--- config.mk ---
export PLATFORM = sky130hd
export DESIGN_NAME = io_subsystem
export DESIGN_NICKNAME = d
export VERILOG_FILES = /design/src/hdl/mmio_pkg.sv /design/src/hdl/uart_pkg.sv /design/src/hdl/io_interface.sv /design/src/hdl/io_subsystem.sv /design/src/hdl/uart.sv /design/src/hdl/uart_receiver.sv /design/src/hdl/uart_transmitter.sv
export VERILOG_INCLUDE_DIRS = /design/src /design/src/hdl
export SDC_FILE = /design/constraint.sdc
export NUM_CORES = 1
export LEC_CHECK = 0
export BUFFER_PORTS_ARGS = -buffer_cell sky130_fd_sc_hd__buf_2
export CORE_ASPECT_RATIO = 1.1
export CORE_MARGIN = 3
export CORE_UTILIZATION = 53
export CTS_CLUSTER_DIAMETER = 30
export CTS_CLUSTER_SIZE = 12
export DETAILED_ROUTE_END_ITERATION = 7
export HOLD_SLACK_MARGIN = 0.15
export MAX_ROUTING_LAYER = met4
export PLACE_DENSITY = 0.86
export RECOVER_POWER = 50
export SLEW_MARGIN = 20
export SYNTH_ARGS = -nofsm -noshare
export SYNTH_HDL_FRONTEND = slang
export SYNTH_SLANG_ARGS = --single-unit
--- constraint.sdc ---
create_clock -name Clock -period 2.7 [get_ports Clock]
set_input_delay 0.54 -clock Clock [delete_from_list [all_inputs] [get_ports Clock]]
set_output_delay 0.54 -clock Clock [all_outputs]
set_load 0.01 [all_outputs]
--- src/hdl/uart_consts.svh ---
`ifndef UART_CONSTS_SVH
`define UART_CONSTS_SVH

// ------------------------------------------------------------
// Serial timing
// ------------------------------------------------------------

// Clocks per serial bit, fixed bit period
`define UART_CLKS_PER_BIT 8

// Start + 8 data + stop
`define UART_FRAME_BITS 10

// ------------------------------------------------------------
// Memory-mapped register addresses
// ------------------------------------------------------------

`define IO_ADDR_STATUS  32'h80000000
`define IO_ADDR_RX_DATA 32'h80000004
`define IO_ADDR_TX_DATA 32'h80000008

`endif

--- src/hdl/mmio_pkg.sv ---
package mmio_pkg;

    // ------------------------------------------------------------
    // Bus side types
    // ------------------------------------------------------------

    // CPU data word
    typedef logic [31:0] bus_word_t;

    // CPU byte address
    typedef logic [31:0] bus_addr_t;

    // Decoded register select
    typedef enum logic [1:0]
    {
        REG_NONE    = 2'd0,
        REG_STATUS  = 2'd1,
        REG_RX_DATA = 2'd2,
        REG_TX_DATA = 2'd3
    } io_reg_t;

    // Status bit positions
    localparam int STATUS_TX_READY_BIT = 0;
    localparam int STATUS_RX_VALID_BIT = 1;

endpackage

--- src/hdl/uart_pkg.sv ---
package uart_pkg;

    // ------------------------------------------------------------
    // Serial side types
    // ------------------------------------------------------------

    // One data byte on the line
    typedef logic [7:0] uart_byte_t;

    // Transmitter FSM
    typedef enum logic [1:0]
    {
        TX_IDLE  = 2'd0,
        TX_START = 2'd1,
        TX_DATA  = 2'd2,
        TX_STOP  = 2'd3
    } tx_state_t;

    // Receiver FSM
    typedef enum logic [1:0]
    {
        RX_IDLE  = 2'd0,
        RX_START = 2'd1,
        RX_DATA  = 2'd2,
        RX_STOP  = 2'd3
    } rx_state_t;

endpackage

--- src/hdl/io_interface.sv ---
`timescale 1ns/1ps

`include "uart_consts.svh"

module io_interface
    import mmio_pkg::*, uart_pkg::*;
(
    input  logic       Clock,
    input  logic       rst_n,
    input  bus_addr_t  addr,
    input  bus_word_t  write_data,
    input  logic       io_trans,
    input  logic       io_read,
    output bus_word_t  received,
    output uart_byte_t tx_data,
    output logic       tx_valid,
    input  logic       tx_ready,
    input  uart_byte_t rx_data,
    input  logic       rx_valid,
    output logic       rx_ready
);

    io_reg_t   reg_sel;
    bus_word_t read_word;

    // ------------------------------------------------------------
    // Address decode
    // ------------------------------------------------------------
    always_comb
    begin
        case (addr)
            `IO_ADDR_STATUS:  reg_sel = REG_STATUS;
            `IO_ADDR_RX_DATA: reg_sel = REG_RX_DATA;
            `IO_ADDR_TX_DATA: reg_sel = REG_TX_DATA;
            default:          reg_sel = REG_NONE;
        endcase
    end

    // ------------------------------------------------------------
    // UART strobes
    // ------------------------------------------------------------

    // Only the low byte of the write word is sent
    assign tx_data  = write_data[7:0];
    assign tx_valid = io_trans && (reg_sel == REG_TX_DATA);

    // Pop only when a byte is actually held
    assign rx_ready = io_read && (reg_sel == REG_RX_DATA) && rx_valid;

    // ------------------------------------------------------------
    // Read path
    // ------------------------------------------------------------
    always_comb
    begin
        read_word = '0;
        case (reg_sel)
            REG_STATUS:
            begin
                read_word[STATUS_TX_READY_BIT] = tx_ready;
                read_word[STATUS_RX_VALID_BIT] = rx_valid;
            end
            REG_RX_DATA:
            begin
                if (rx_valid)
                    read_word[7:0] = rx_data;
            end
            default:
            begin
                // Write-only and unmapped addresses read as zero
                read_word = '0;
            end
        endcase
    end

    // Answer appears the cycle after the strobe and holds until the next read
    always_ff @(posedge Clock or negedge rst_n)
    begin
        if (!rst_n)
            received <= '0;
        else if (io_read)
            received <= read_word;
    end

    a_one_strobe: assert property (@(posedge Clock) disable iff (!rst_n)
        !(io_read && io_trans))
        else $error("error io_read and io_trans asserted together");

endmodule

--- src/hdl/io_subsystem.sv ---
`timescale 1ns/1ps

module io_subsystem
    import mmio_pkg::*, uart_pkg::*;
(
    input  logic      Clock,
    input  logic      rst_n,
    input  bus_addr_t addr,
    input  bus_word_t write_data,
    input  logic      io_trans,
    input  logic      io_read,
    output bus_word_t received,
    input  logic      serial_in,
    output logic      serial_out
);

    // ------------------------------------------------------------
    // Internal UART handshake
    // ------------------------------------------------------------
    uart_byte_t tx_data;
    logic       tx_valid;
    logic       tx_ready;
    uart_byte_t rx_data;
    logic       rx_valid;
    logic       rx_ready;

    io_interface u_io (
        .Clock      (Clock),
        .rst_n      (rst_n),
        .addr       (addr),
        .write_data (write_data),
        .io_trans   (io_trans),
        .io_read    (io_read),
        .received   (received),
        .tx_data    (tx_data),
        .tx_valid   (tx_valid),
        .tx_ready   (tx_ready),
        .rx_data    (rx_data),
        .rx_valid   (rx_valid),
        .rx_ready   (rx_ready)
    );

    uart u_uart (
        .Clock      (Clock),
        .rst_n      (rst_n),
        .tx_data    (tx_data),
        .tx_valid   (tx_valid),
        .tx_ready   (tx_ready),
        .rx_data    (rx_data),
        .rx_valid   (rx_valid),
        .rx_ready   (rx_ready),
        .serial_in  (serial_in),
        .serial_out (serial_out)
    );

endmodule

--- src/hdl/uart.sv ---
`timescale 1ns/1ps

module uart
    import uart_pkg::*;
(
    input  logic       Clock,
    input  logic       rst_n,
    input  uart_byte_t tx_data,
    input  logic       tx_valid,
    output logic       tx_ready,
    output uart_byte_t rx_data,
    output logic       rx_valid,
    input  logic       rx_ready,
    input  logic       serial_in,
    output logic       serial_out
);

    uart_byte_t frame_data;
    logic       frame_done;
    logic       load;

    uart_transmitter u_tx (
        .Clock      (Clock),
        .rst_n      (rst_n),
        .tx_data    (tx_data),
        .tx_valid   (tx_valid),
        .tx_ready   (tx_ready),
        .serial_out (serial_out)
    );

    uart_receiver u_rx (
        .Clock      (Clock),
        .rst_n      (rst_n),
        .serial_in  (serial_in),
        .frame_data (frame_data),
        .frame_done (frame_done)
    );

    // ------------------------------------------------------------
    // One-byte receive buffer
    // ------------------------------------------------------------

    // New frame only lands in an empty buffer, otherwise dropped
    assign load = frame_done && !rx_valid;

    always_ff @(posedge Clock or negedge rst_n)
    begin
        if (!rst_n)
            rx_valid <= 1'b0;
        else if (load)
            rx_valid <= 1'b1;
        else if (rx_ready)
            rx_valid <= 1'b0;
    end

    always_ff @(posedge Clock)
    begin
        if (load)
            rx_data <= frame_data;
    end

    // Consumer side must only pop a held byte
    a_ready_needs_valid: assert property (@(posedge Clock) disable iff (!rst_n)
        rx_ready |-> rx_valid)
        else $error("error rx_ready without rx_valid");

endmodule

--- src/hdl/uart_receiver.sv ---
`timescale 1ns/1ps

`include "uart_consts.svh"

module uart_receiver
    import uart_pkg::*;
(
    input  logic       Clock,
    input  logic       rst_n,
    input  logic       serial_in,
    output uart_byte_t frame_data,
    output logic       frame_done
);

    localparam int CLKS      = `UART_CLKS_PER_BIT;
    localparam int HALF      = (CLKS > 1) ? CLKS / 2 : 1;
    localparam int CNT_W     = (CLKS > 1) ? $clog2(CLKS) : 1;
    localparam int DATA_BITS = `UART_FRAME_BITS - 2;

    logic [1:0]       sync_q;
    logic             rx_sync;
    logic             rx_prev;
    rx_state_t        state;
    logic [CNT_W-1:0] bit_cnt;
    logic [2:0]       bit_idx;
    logic             half_end;
    logic             bit_end;

    // ------------------------------------------------------------
    // Input synchronizer, held high in reset like an idle line
    // ------------------------------------------------------------
    always_ff @(posedge Clock or negedge rst_n)
    begin
        if (!rst_n)
        begin
            sync_q  <= 2'b11;
            rx_prev <= 1'b1;
        end
        else
        begin
            sync_q  <= {sync_q[0], serial_in};
            rx_prev <= sync_q[1];
        end
    end

    assign rx_sync  = sync_q[1];
    assign half_end = (bit_cnt == CNT_W'(HALF - 1));
    assign bit_end  = (bit_cnt == CNT_W'(CLKS - 1));

    // ------------------------------------------------------------
    // Frame FSM
    // ------------------------------------------------------------
    always_ff @(posedge Clock or negedge rst_n)
    begin
        if (!rst_n)
        begin
            state      <= RX_IDLE;
            bit_cnt    <= '0;
            bit_idx    <= '0;
            frame_done <= 1'b0;
        end
        else
        begin
            frame_done <= 1'b0;
            case (state)
                RX_IDLE:
                begin
                    bit_cnt <= '0;
                    // Falling edge marks a candidate start bit
                    if (rx_prev && !rx_sync)
                        state <= RX_START;
                end
                RX_START:
                begin
                    if (half_end)
                    begin
                        bit_cnt <= '0;
                        bit_idx <= '0;
                        // Glitch if the line went back high
                        state   <= rx_sync ? RX_IDLE : RX_DATA;
                    end
                    else
                        bit_cnt <= bit_cnt + 1'b1;
                end
                RX_DATA:
                begin
                    if (bit_end)
                    begin
                        bit_cnt <= '0;
                        bit_idx <= bit_idx + 1'b1;
                        if (bit_idx == 3'(DATA_BITS - 1))
                            state <= RX_STOP;
                    end
                    else
                        bit_cnt <= bit_cnt + 1'b1;
                end
                RX_STOP:
                begin
                    if (bit_end)
                    begin
                        bit_cnt    <= '0;
                        state      <= RX_IDLE;
                        frame_done <= rx_sync;
                    end
                    else
                        bit_cnt <= bit_cnt + 1'b1;
                end
                default:
                begin
                    state <= RX_IDLE;
                end
            endcase
        end
    end

    // Mid-bit sample, LSB arrives first
    always_ff @(posedge Clock)
    begin
        if (state == RX_DATA && bit_end)
            frame_data <= {rx_sync, frame_data[7:1]};
    end

    a_done_pulse: assert property (@(posedge Clock) disable iff (!rst_n)
        frame_done |=> !frame_done)
        else $error("error frame_done held for more than one cycle");

endmodule

--- src/hdl/uart_transmitter.sv ---
`timescale 1ns/1ps

`include "uart_consts.svh"

module uart_transmitter
    import uart_pkg::*;
(
    input  logic       Clock,
    input  logic       rst_n,
    input  uart_byte_t tx_data,
    input  logic       tx_valid,
    output logic       tx_ready,
    output logic       serial_out
);

    localparam int CLKS      = `UART_CLKS_PER_BIT;
    localparam int CNT_W     = (CLKS > 1) ? $clog2(CLKS) : 1;
    localparam int DATA_BITS = `UART_FRAME_BITS - 2;

    tx_state_t        state;
    logic [CNT_W-1:0] bit_cnt;
    logic [2:0]       bit_idx;
    uart_byte_t       shift_q;
    logic             bit_end;
    logic             accept;

    assign tx_ready = (state == TX_IDLE);
    assign accept   = tx_valid && tx_ready;
    assign bit_end  = (bit_cnt == CNT_W'(CLKS - 1));

    // ------------------------------------------------------------
    // Frame FSM
    // ------------------------------------------------------------
    always_ff @(posedge Clock or negedge rst_n)
    begin
        if (!rst_n)
        begin
            state      <= TX_IDLE;
            bit_cnt    <= '0;
            bit_idx    <= '0;
            serial_out <= 1'b1;
        end
        else
        begin
            if (state != TX_IDLE)
                bit_cnt <= bit_end ? '0 : bit_cnt + 1'b1;

            case (state)
                TX_IDLE:
                begin
                    if (accept)
                    begin
                        // Start bit goes out on the next cycle
                        state      <= TX_START;
                        bit_cnt    <= '0;
                        serial_out <= 1'b0;
                    end
                end
                TX_START:
                begin
                    if (bit_end)
                    begin
                        state      <= TX_DATA;
                        bit_idx    <= '0;
                        serial_out <= shift_q[0];
                    end
                end
                TX_DATA:
                begin
                    if (bit_end)
                    begin
                        if (bit_idx == 3'(DATA_BITS - 1))
                        begin
                            state      <= TX_STOP;
                            serial_out <= 1'b1;
                        end
                        else
                        begin
                            bit_idx    <= bit_idx + 1'b1;
                            serial_out <= shift_q[0];
                        end
                    end
                end
                TX_STOP:
                begin
                    if (bit_end)
                        state <= TX_IDLE;
                end
                default:
                begin
                    state <= TX_IDLE;
                end
            endcase
        end
    end

    // Byte latch and LSB-first shifter
    always_ff @(posedge Clock)
    begin
        if (accept)
            shift_q <= tx_data;
        else if (bit_end && (state == TX_START || state == TX_DATA))
            shift_q <= shift_q >> 1;
    end

    // Line must idle high whenever no frame is in progress
    a_idle_high: assert property (@(posedge Clock) disable iff (!rst_n)
        (state == TX_IDLE) |-> serial_out)
        else $error("error serial_out low while transmitter idle");

endmodule

==> summary.txt, run 1 <==
======================================================================================
Count of standard-cell rows                                                         26
Weighted congestion reported at the end of routability-driven placement          0.730
Initial Utilization                                                              56.0%
Commonest cells after routing, fill and taps aside                        52 x buf_2, 26 x dfrtp_1, 24 x conb_1, 24 x edfxtp_1, 21 x nand2_1
Vias per inst                                                                     5.07
First-iteration detailed-routing DRC count                                          75
Worst min-delay path class                                                   in -> reg
Synth area leader                                                             edfxtp_1
Number of different library cells in the post-synthesis netlist                     43
Synthesized instance count                                                         230
Asr flop ratio synth                                                             55.6%
Predominant post-synthesis flop cell                                           dfrtp_1
Setup repair bufs after CTS                                                          0
Fraction of the cycle the final worst path needs                                 85.2%
CP Data Arrival Time                                                           2.30 ns
Antenna cell count                                                                   0
Vias in the first global route                                                    1616
CTS Hold Bufs                                                                        0
Maximum capacitance violations                                                       1
Max rail drop VDD                                                             0.366 mV
Count of cells resized by post-cts repair                                            0
Die outline width                                                              73.5 um
Source-to-sink clock delay at the later pin of the worst-skew pair             0.32 ns
Synth top area share                                                             27.1%
Layout-stage area growth over the synthesis result                               11.9%
Antenna violations before repair                                                     0
Global-route total usage across every layer                                      16.0%
Clk sink count                                                                      54
HPWL Detailed                                                                  3210 um
Wire length of the first global-routing pass                                   6920 um
Cell chosen for the clock root                                                clkbuf_8
Average routed wire per standard cell                                          12.6 um
Kind of critical path                                                        in -> reg
Number of top-level pins                                                           102
Worst Max-Slew Pin Slew                                                        1.60 ns
Setup TNS                                                                         0 ns
Leftover overflow at the end of global routing                                       0
Fraction of layout cells with a size suffix above 1                              27.4%
Leading cell type in the layout, fill and taps excluded                          buf_2
Post-route clock skew                                                        0.0147 ns
Largest driver fanout on the critical path                                           9
Standby leakage power                                                          1.33 nW
Min Tclk post-route                                                            2.30 ns
Post-synthesis register bit count                                                   54
# nets final                                                                       371
Clock tree buffer depth                                                              2
Number of synthesis warnings                                                         0
Overall via count from detail_route                                               1730
Clock tree from TritonCTS                                                        built
Normalized max-slew margin                                                      -6.58%
Number of port buffers                                                              53
Required time of the critical path                                             2.70 ns
Unrepaired setup endpoints after global routing                                     no
Number of buffers created by CTS                                                     5
DRC violations left                                                                  0
Post-synth EDFFs                                                                    24
Core Footprint                                                             0.00475 mm2
Register area share after synthesis                                              55.5%
Die footprint                                                              0.00591 mm2
Post-synthesis area per instance                                              11.6 um2
Netlist Area Pre-Place                                                     0.00266 mm2
Post-route core utilization                                                      62.6%
Number of max-slew violations in the final report                                   31
Run status                                                                finished, violations left
Fmax                                                                         0.435 GHz
Die Y-Extent                                                                   80.3 um
Cells taking the most area after synthesis                                edfxtp_1 27%, dfrtp_1 24%, ha_1 8.5%, buf_4 6.8%, mux2_2 4.2%
Number of filler cells placed in the layout                                        377
Power per cell area                                                         552 mW/mm2
Number of H-tree levels                                                              2
Detailed-router iteration count before antenna repair                                6
Violated checks                                                           capacitance limit, slew limit
Kind of start point of the critical path                                     input pin
Hold violation count in the final report                                             0
Critical path endpoint category                                               register
Largest net degree at the start of global routing                                   31
Count of endpoints failing setup in the final report                                 0
Clock slew at reported path FFs                                                0.10 ns
Remaining number of nets flagged by the antenna check after routing                  0
Wire length reported by the detailed router                                    4300 um
======================================================================================
-- where the power goes --
part | total, W | switching, W | internal [W]
combinational | 0.000203 | 0.000105 | 0.0000973
clock | 0.000484 | 0.000292 | 0.000193
sequential | 0.000955 | 0.0000588 | 0.000896
total | 0.00164 | 0.000456 | 0.00119
-- synthesized netlist by cell type (4+ instances only) --
cell type and count:
inv_1 20, ha_1 18, nor4_1 6, dfrtp_1 26, buf_4 24, nand2_1 21
nor3_1 4, dfstp_2 4, a21oi_1 8, o22ai_1 8, mux2_2 10, edfxtp_1 24
o21ai_0 6, nor2_1 12, nor2b_1 5
-- worst max-delay path, cell delays in order --
cell and delay (ns):
buf_2 0.09, nor4_1 0.30, nand4_1 0.20, nor3_1 0.29, ha_1 0.29, nand3_2 0.24, nand2_1 0.35
-- kinds of logic (layout without fill, tap and decap cells) --
family / Yosys count / after routing / share of synthesized area [%]
AND/OR/NAND/NOR: 57 / 57 / 10.5
flip-flops: 54 / 54 / 55.5
buffers and inverters: 49 / 81 / 10.4
AO/OA/AOI/OAI: 38 / 38 / 9.60
adder cells (fa/ha/maj): 18 / 18 / 8.47
multiplexers: 12 / 12 / 4.99
other: 1 / 24 / 0.141
XOR/XNOR: 1 / 1 / 0.329
-- stage by stage --
stage | area [um2] | total power [W] | cells | hold slack, ns | worst slack, ns
floorplan | 2750 | 0.00113 | 253 | 0.244 | 0.474
global placement | 2880 | 0.00116 | 333 | 0.346 | 0.0891
detailed placement | 2880 | 0.00118 | 333 | 0.347 | 0.00397
CTS | 2980 | 0.00166 | 341 | 0.265 | 0.344
global route | 2980 | 0.00174 | 341 | 0.300 | 0.213
finish | 2980 | 0.00164 | 341 | 0.313 | 0.399
-- routing by layer --
| metal | wire length (um) | GRT usage (%) | part of all wire (%) | vias to the layer above |
|---|---|---|---|---|
| met3 | 408 | 4.88 | 9.5 | 5 |
| li1 | - | - | - | 868 |
| met1 | 1680 | 17.0 | 39 | 789 |
| met5 | 0 | - | 0 | - |
| met2 | 2130 | 27.2 | 49 | 68 |
| met4 | 81 | 6.70 | 1.9 | 0 |
-- final cells by class --
type                            instances  area, um2  share of cell area [%]
Clock inverter                          3       28.8                   0.967
Inverter                               20       75.1                    2.52
Tap cell                               56       70.1                    2.35
Clock buffer                            5       68.8                    2.31
Sequential cell                        54       1480                    49.6
Multi-Input combinational cell        150        992                    33.3
Timing Repair Buffer                   53        264                    8.87
-- final timing paths --
path                                                  startpoint                                  to  slack (ns)  depth (start not counted)
worst max register to register  u_uart.u_tx.state[0]$_DFFE_PN0P_    u_uart.u_tx.shift_q[0]$_DFFE_PP_        0.89                          4
worst min-delay path                                   serial_in     u_uart.u_rx.sync_q[0]$_DFF_PN1_        0.31                          1
min in group asynchronous                                  rst_n  u_uart.u_rx.bit_idx[0]$_DFFE_PN0P_        0.60                          1
worst min register to register   u_uart.u_rx.sync_q[0]$_DFF_PN1_     u_uart.u_rx.sync_q[1]$_DFF_PN1_        0.37                          0
max in group asynchronous                                  rst_n                           async pin        1.17                          1
worst max-delay path                                     addr[8]    u_uart.u_tx.shift_q[0]$_DFFE_PP_        0.40                          7
-- flip-flops by register name, summed over array words and instances, names as in the netlist, 3 cells and up, named ones only --
register,cells
u_uart.u_rx.frame_data,8
u_uart.u_tx.shift_q,8
u_uart.u_tx.bit_idx,3
u_uart.u_rx.bit_cnt,3
u_io.received,8
u_uart.u_rx.bit_idx,3
u_uart.u_tx.bit_cnt,3
u_uart.rx_data,8
Note: power is estimated with default switching activity, not from simulation.
==> run 2, diff against run 1 <==
Settings changed: BUFFER_PORTS_ARGS -buffer_cell sky130_fd_sc_hd__buf_2 to default, CORE_UTILIZATION 53 to 60, DONT_BUFFER_PORTS from default to 1, MAX_ROUTING_LAYER met4 to default, PLACE_DENSITY 0.86 to 0.76.
==> run 2 against run 1 <==
Net effect: the run still ends with capacitance limit, slew limit left; first-iteration DRC count grew 19%; hold slack lost 0.092 ns; final cell count shrank 16%; die area shrank 11%; worst setup slack gained 0.056 ns; sequential share of layout area grew 4.3 points; global-route usage grew 1.3 points; non-clock buffer count shrank 51; power grew 2.2%; register-to-register slack gained 0.02 ns; flip-flop and latch count is the same; clock power grew 15%; largest power group unchanged; highest routed layer unchanged.
==> summary.txt, run 2 (synthesis gave the netlist of run 1 again) <==
======================================================================================
Run status                                                                finished, violations left
Violated checks                                                           capacitance limit, slew limit
Number of port buffers                                                               0   -100%
Post-route core utilization                                                      66.6%   +4.0 points
Least setup slack across all paths after layout                               0.455 ns   +0.0564 ns
Hold violation count in the final report                                             0   unchanged
Standby leakage power                                                          1.12 nW   -16%
Source-to-sink clock delay at the later pin of the worst-skew pair             0.31 ns   about the same
Worst Max-Slew Pin Slew                                                        1.60 ns   +0.00570 ns
Largest driver fanout on the critical path                                           9   unchanged
HPWL Detailed                                                                  3210 um   about the same
Clock slew at reported path FFs                                                0.09 ns   about the same
Kind of start point of the critical path                                     input pin
Fraction of layout cells with a size suffix above 1                              11.1%   -16 points
Unrepaired setup endpoints after global routing                                     no
Number of max-slew violations in the final report                                   31   unchanged
Commonest cells after routing, fill and taps aside                        26 x dfrtp_1, 24 x conb_1, 24 x edfxtp_1
Number of H-tree levels                                                              2   unchanged
Vias in the first global route                                                    1489   -7.9%
Core Footprint                                                             0.00411 mm2   -13%
Max rail drop VDD                                                             0.433 mV   +18%
Maximum capacitance violations                                                       1   unchanged
Kind of critical path                                                        in -> reg
Leading cell type in the layout, fill and taps excluded                        dfrtp_1
Remaining number of nets flagged by the antenna check after routing                  0   unchanged
# nets final                                                                       320   -14%
Vias per inst                                                                     5.45   +7.4%
Antenna cell count                                                                   0   unchanged
Leftover overflow at the end of global routing                                       0   unchanged
Wire length of the first global-routing pass                                   6870 um   -0.69%
Largest net degree at the start of global routing                                   31   unchanged
Cell chosen for the clock root                                                clkbuf_8
Die outline width                                                              69.5 um   -5.5%
First-iteration detailed-routing DRC count                                          89   +19%
FF/Latch Area                                                              0.00148 mm2   unchanged
Clk sink count                                                                      54   unchanged
Initial Utilization                                                              64.7%   +8.7 points
Final Total Pwr                                                              0.00168 W   +2.2%
CP Data Arrival Time                                                           2.23 ns   -0.07 ns
Critical path endpoint category                                               register
Post-route clock skew                                                       0.00950 ns   -0.00523 ns
Count of cells resized by post-cts repair                                            0   unchanged
Clock tree buffer depth                                                              2   unchanged
Detailed-router iteration count before antenna repair                                5   -1
Count of standard-cell rows                                                         24   -7.7%
Required time of the critical path                                             2.68 ns   -0.02 ns
Global-route total usage across every layer                                      17.2%   +1.3 points
Normalized max-slew margin                                                      -6.96%   -0.38 points
Number of buffers created by CTS                                                     5   unchanged
Area of combinational cells with multiple inputs                               992 um2   unchanged
Antenna violations before repair                                                     0   unchanged
Die Y-Extent                                                                   75.8 um   -5.6%
Die footprint                                                              0.00527 mm2   -11%
Number of filler cells placed in the layout                                        323   -14%
Fraction of the cycle the final worst path needs                                 83.1%   -2.1 points
Layout-stage area growth over the synthesis result                               3.01%
Weighted congestion reported at the end of routability-driven placement          0.706   -3.2%
Setup TNS                                                                         0 ns   unchanged
Dpl ws                                                                        0.103 ns   +0.0994 ns
Fmax                                                                         0.445 GHz   +2.5%
Worst min-delay path class                                                   in -> reg
Overall via count from detail_route                                               1559   -9.9%
Average routed wire per standard cell                                          14.8 um   +18%
Wire length reported by the detailed router                                    4230 um   -1.4%
Count of endpoints failing setup in the final report                                 0   unchanged
Power per cell area                                                         613 mW/mm2   +11%
Number of top-level pins                                                           102   unchanged
Clock tree from TritonCTS                                                        built
Min Tclk post-route                                                            2.24 ns   -0.0564 ns
DRC violations left                                                                  0   unchanged
======================================================================================
-- run 2: cell count changes in the layout (fill, tap and decap cells not counted) --
cell / previous run / this run
buf_2: 52 / 0
bufinv_16: 0 / 1
clkinv_4: 2 / 0
clkinvlp_4: 0 / 1
dlygate4sd3_1: 0 / 1
-- run 2: what timing repair did --
item | CTS | global route
endpoints found under the setup margin | 0 | 0
hold buffers | 2 | 0
endpoints found under the hold margin | 30 | 0
buffers inserted | 0 | 0
-- run 2: power breakdown --
group	internal, W	switching, W
sequential	0.000896	0.0000594
combinational	0.0000761	0.0000894
clock	0.000283	0.000275
-- run 2: critical path, cell delays in order --
cell     delay, ns
nor4_1        0.30
nand4_1       0.21
nor3_1        0.32
ha_1          0.30
nand3_2       0.22
nand2_1       0.34
-- run 2: path summary, 6_finish.rpt --
path,startpoint,to,slack [ns],depth (start not counted)
max in group asynchronous,rst_n,async pin,0.60,2
min in group asynchronous,rst_n,u_uart.u_tx.bit_cnt[0]$_DFF_PN0_,1.17,2
worst min register to register,u_uart.u_rx.sync_q[0]$_DFF_PN1_,u_uart.u_rx.sync_q[1]$_DFF_PN1_,0.37,0
worst max register to register,u_uart.u_rx.bit_cnt[0]$_DFF_PN0_,u_uart.u_rx.frame_data[3]$_DFFE_PP_,0.91,4
worst max-delay path,addr[19],u_uart.u_tx.shift_q[0]$_DFFE_PP_,0.46,6
worst min-delay path,serial_in,u_uart.u_rx.sync_q[0]$_DFF_PN1_,0.22,0
-- run 2: cell type report --
type / count / share of cell area [%]
Tap cell: 52 / 2.37
Multi-Input combinational cell: 150 / 36.2
Clock buffer: 5 / 2.51
Clock inverter: 3 / 1.78
Sequential cell: 54 / 53.9
Inverter: 20 / 2.74
Timing Repair Buffer: 2 / 0.502
-- run 2: metal layers --
metal  up-vias  global-route usage (%)  part of all wire [%]
met5         -                       0                     0
met4         0                    7.81                   1.5
met3         4                    4.75                   6.8
met2        72                    33.2                    52
met1       721                    17.8                    40
li1        762                       -                     -
-- run 2: metrics by stage --
step / hold WS [ns] / area, um2 / std cells
after global routing: 0.200 / 2740 / 286
after detailed placement: 0.245 / 2610 / 276
after floorplan: 0.244 / 2750 / 253
final: 0.221 / 2740 / 286
after CTS: 0.211 / 2760 / 286
after global placement: 0.245 / 2610 / 276
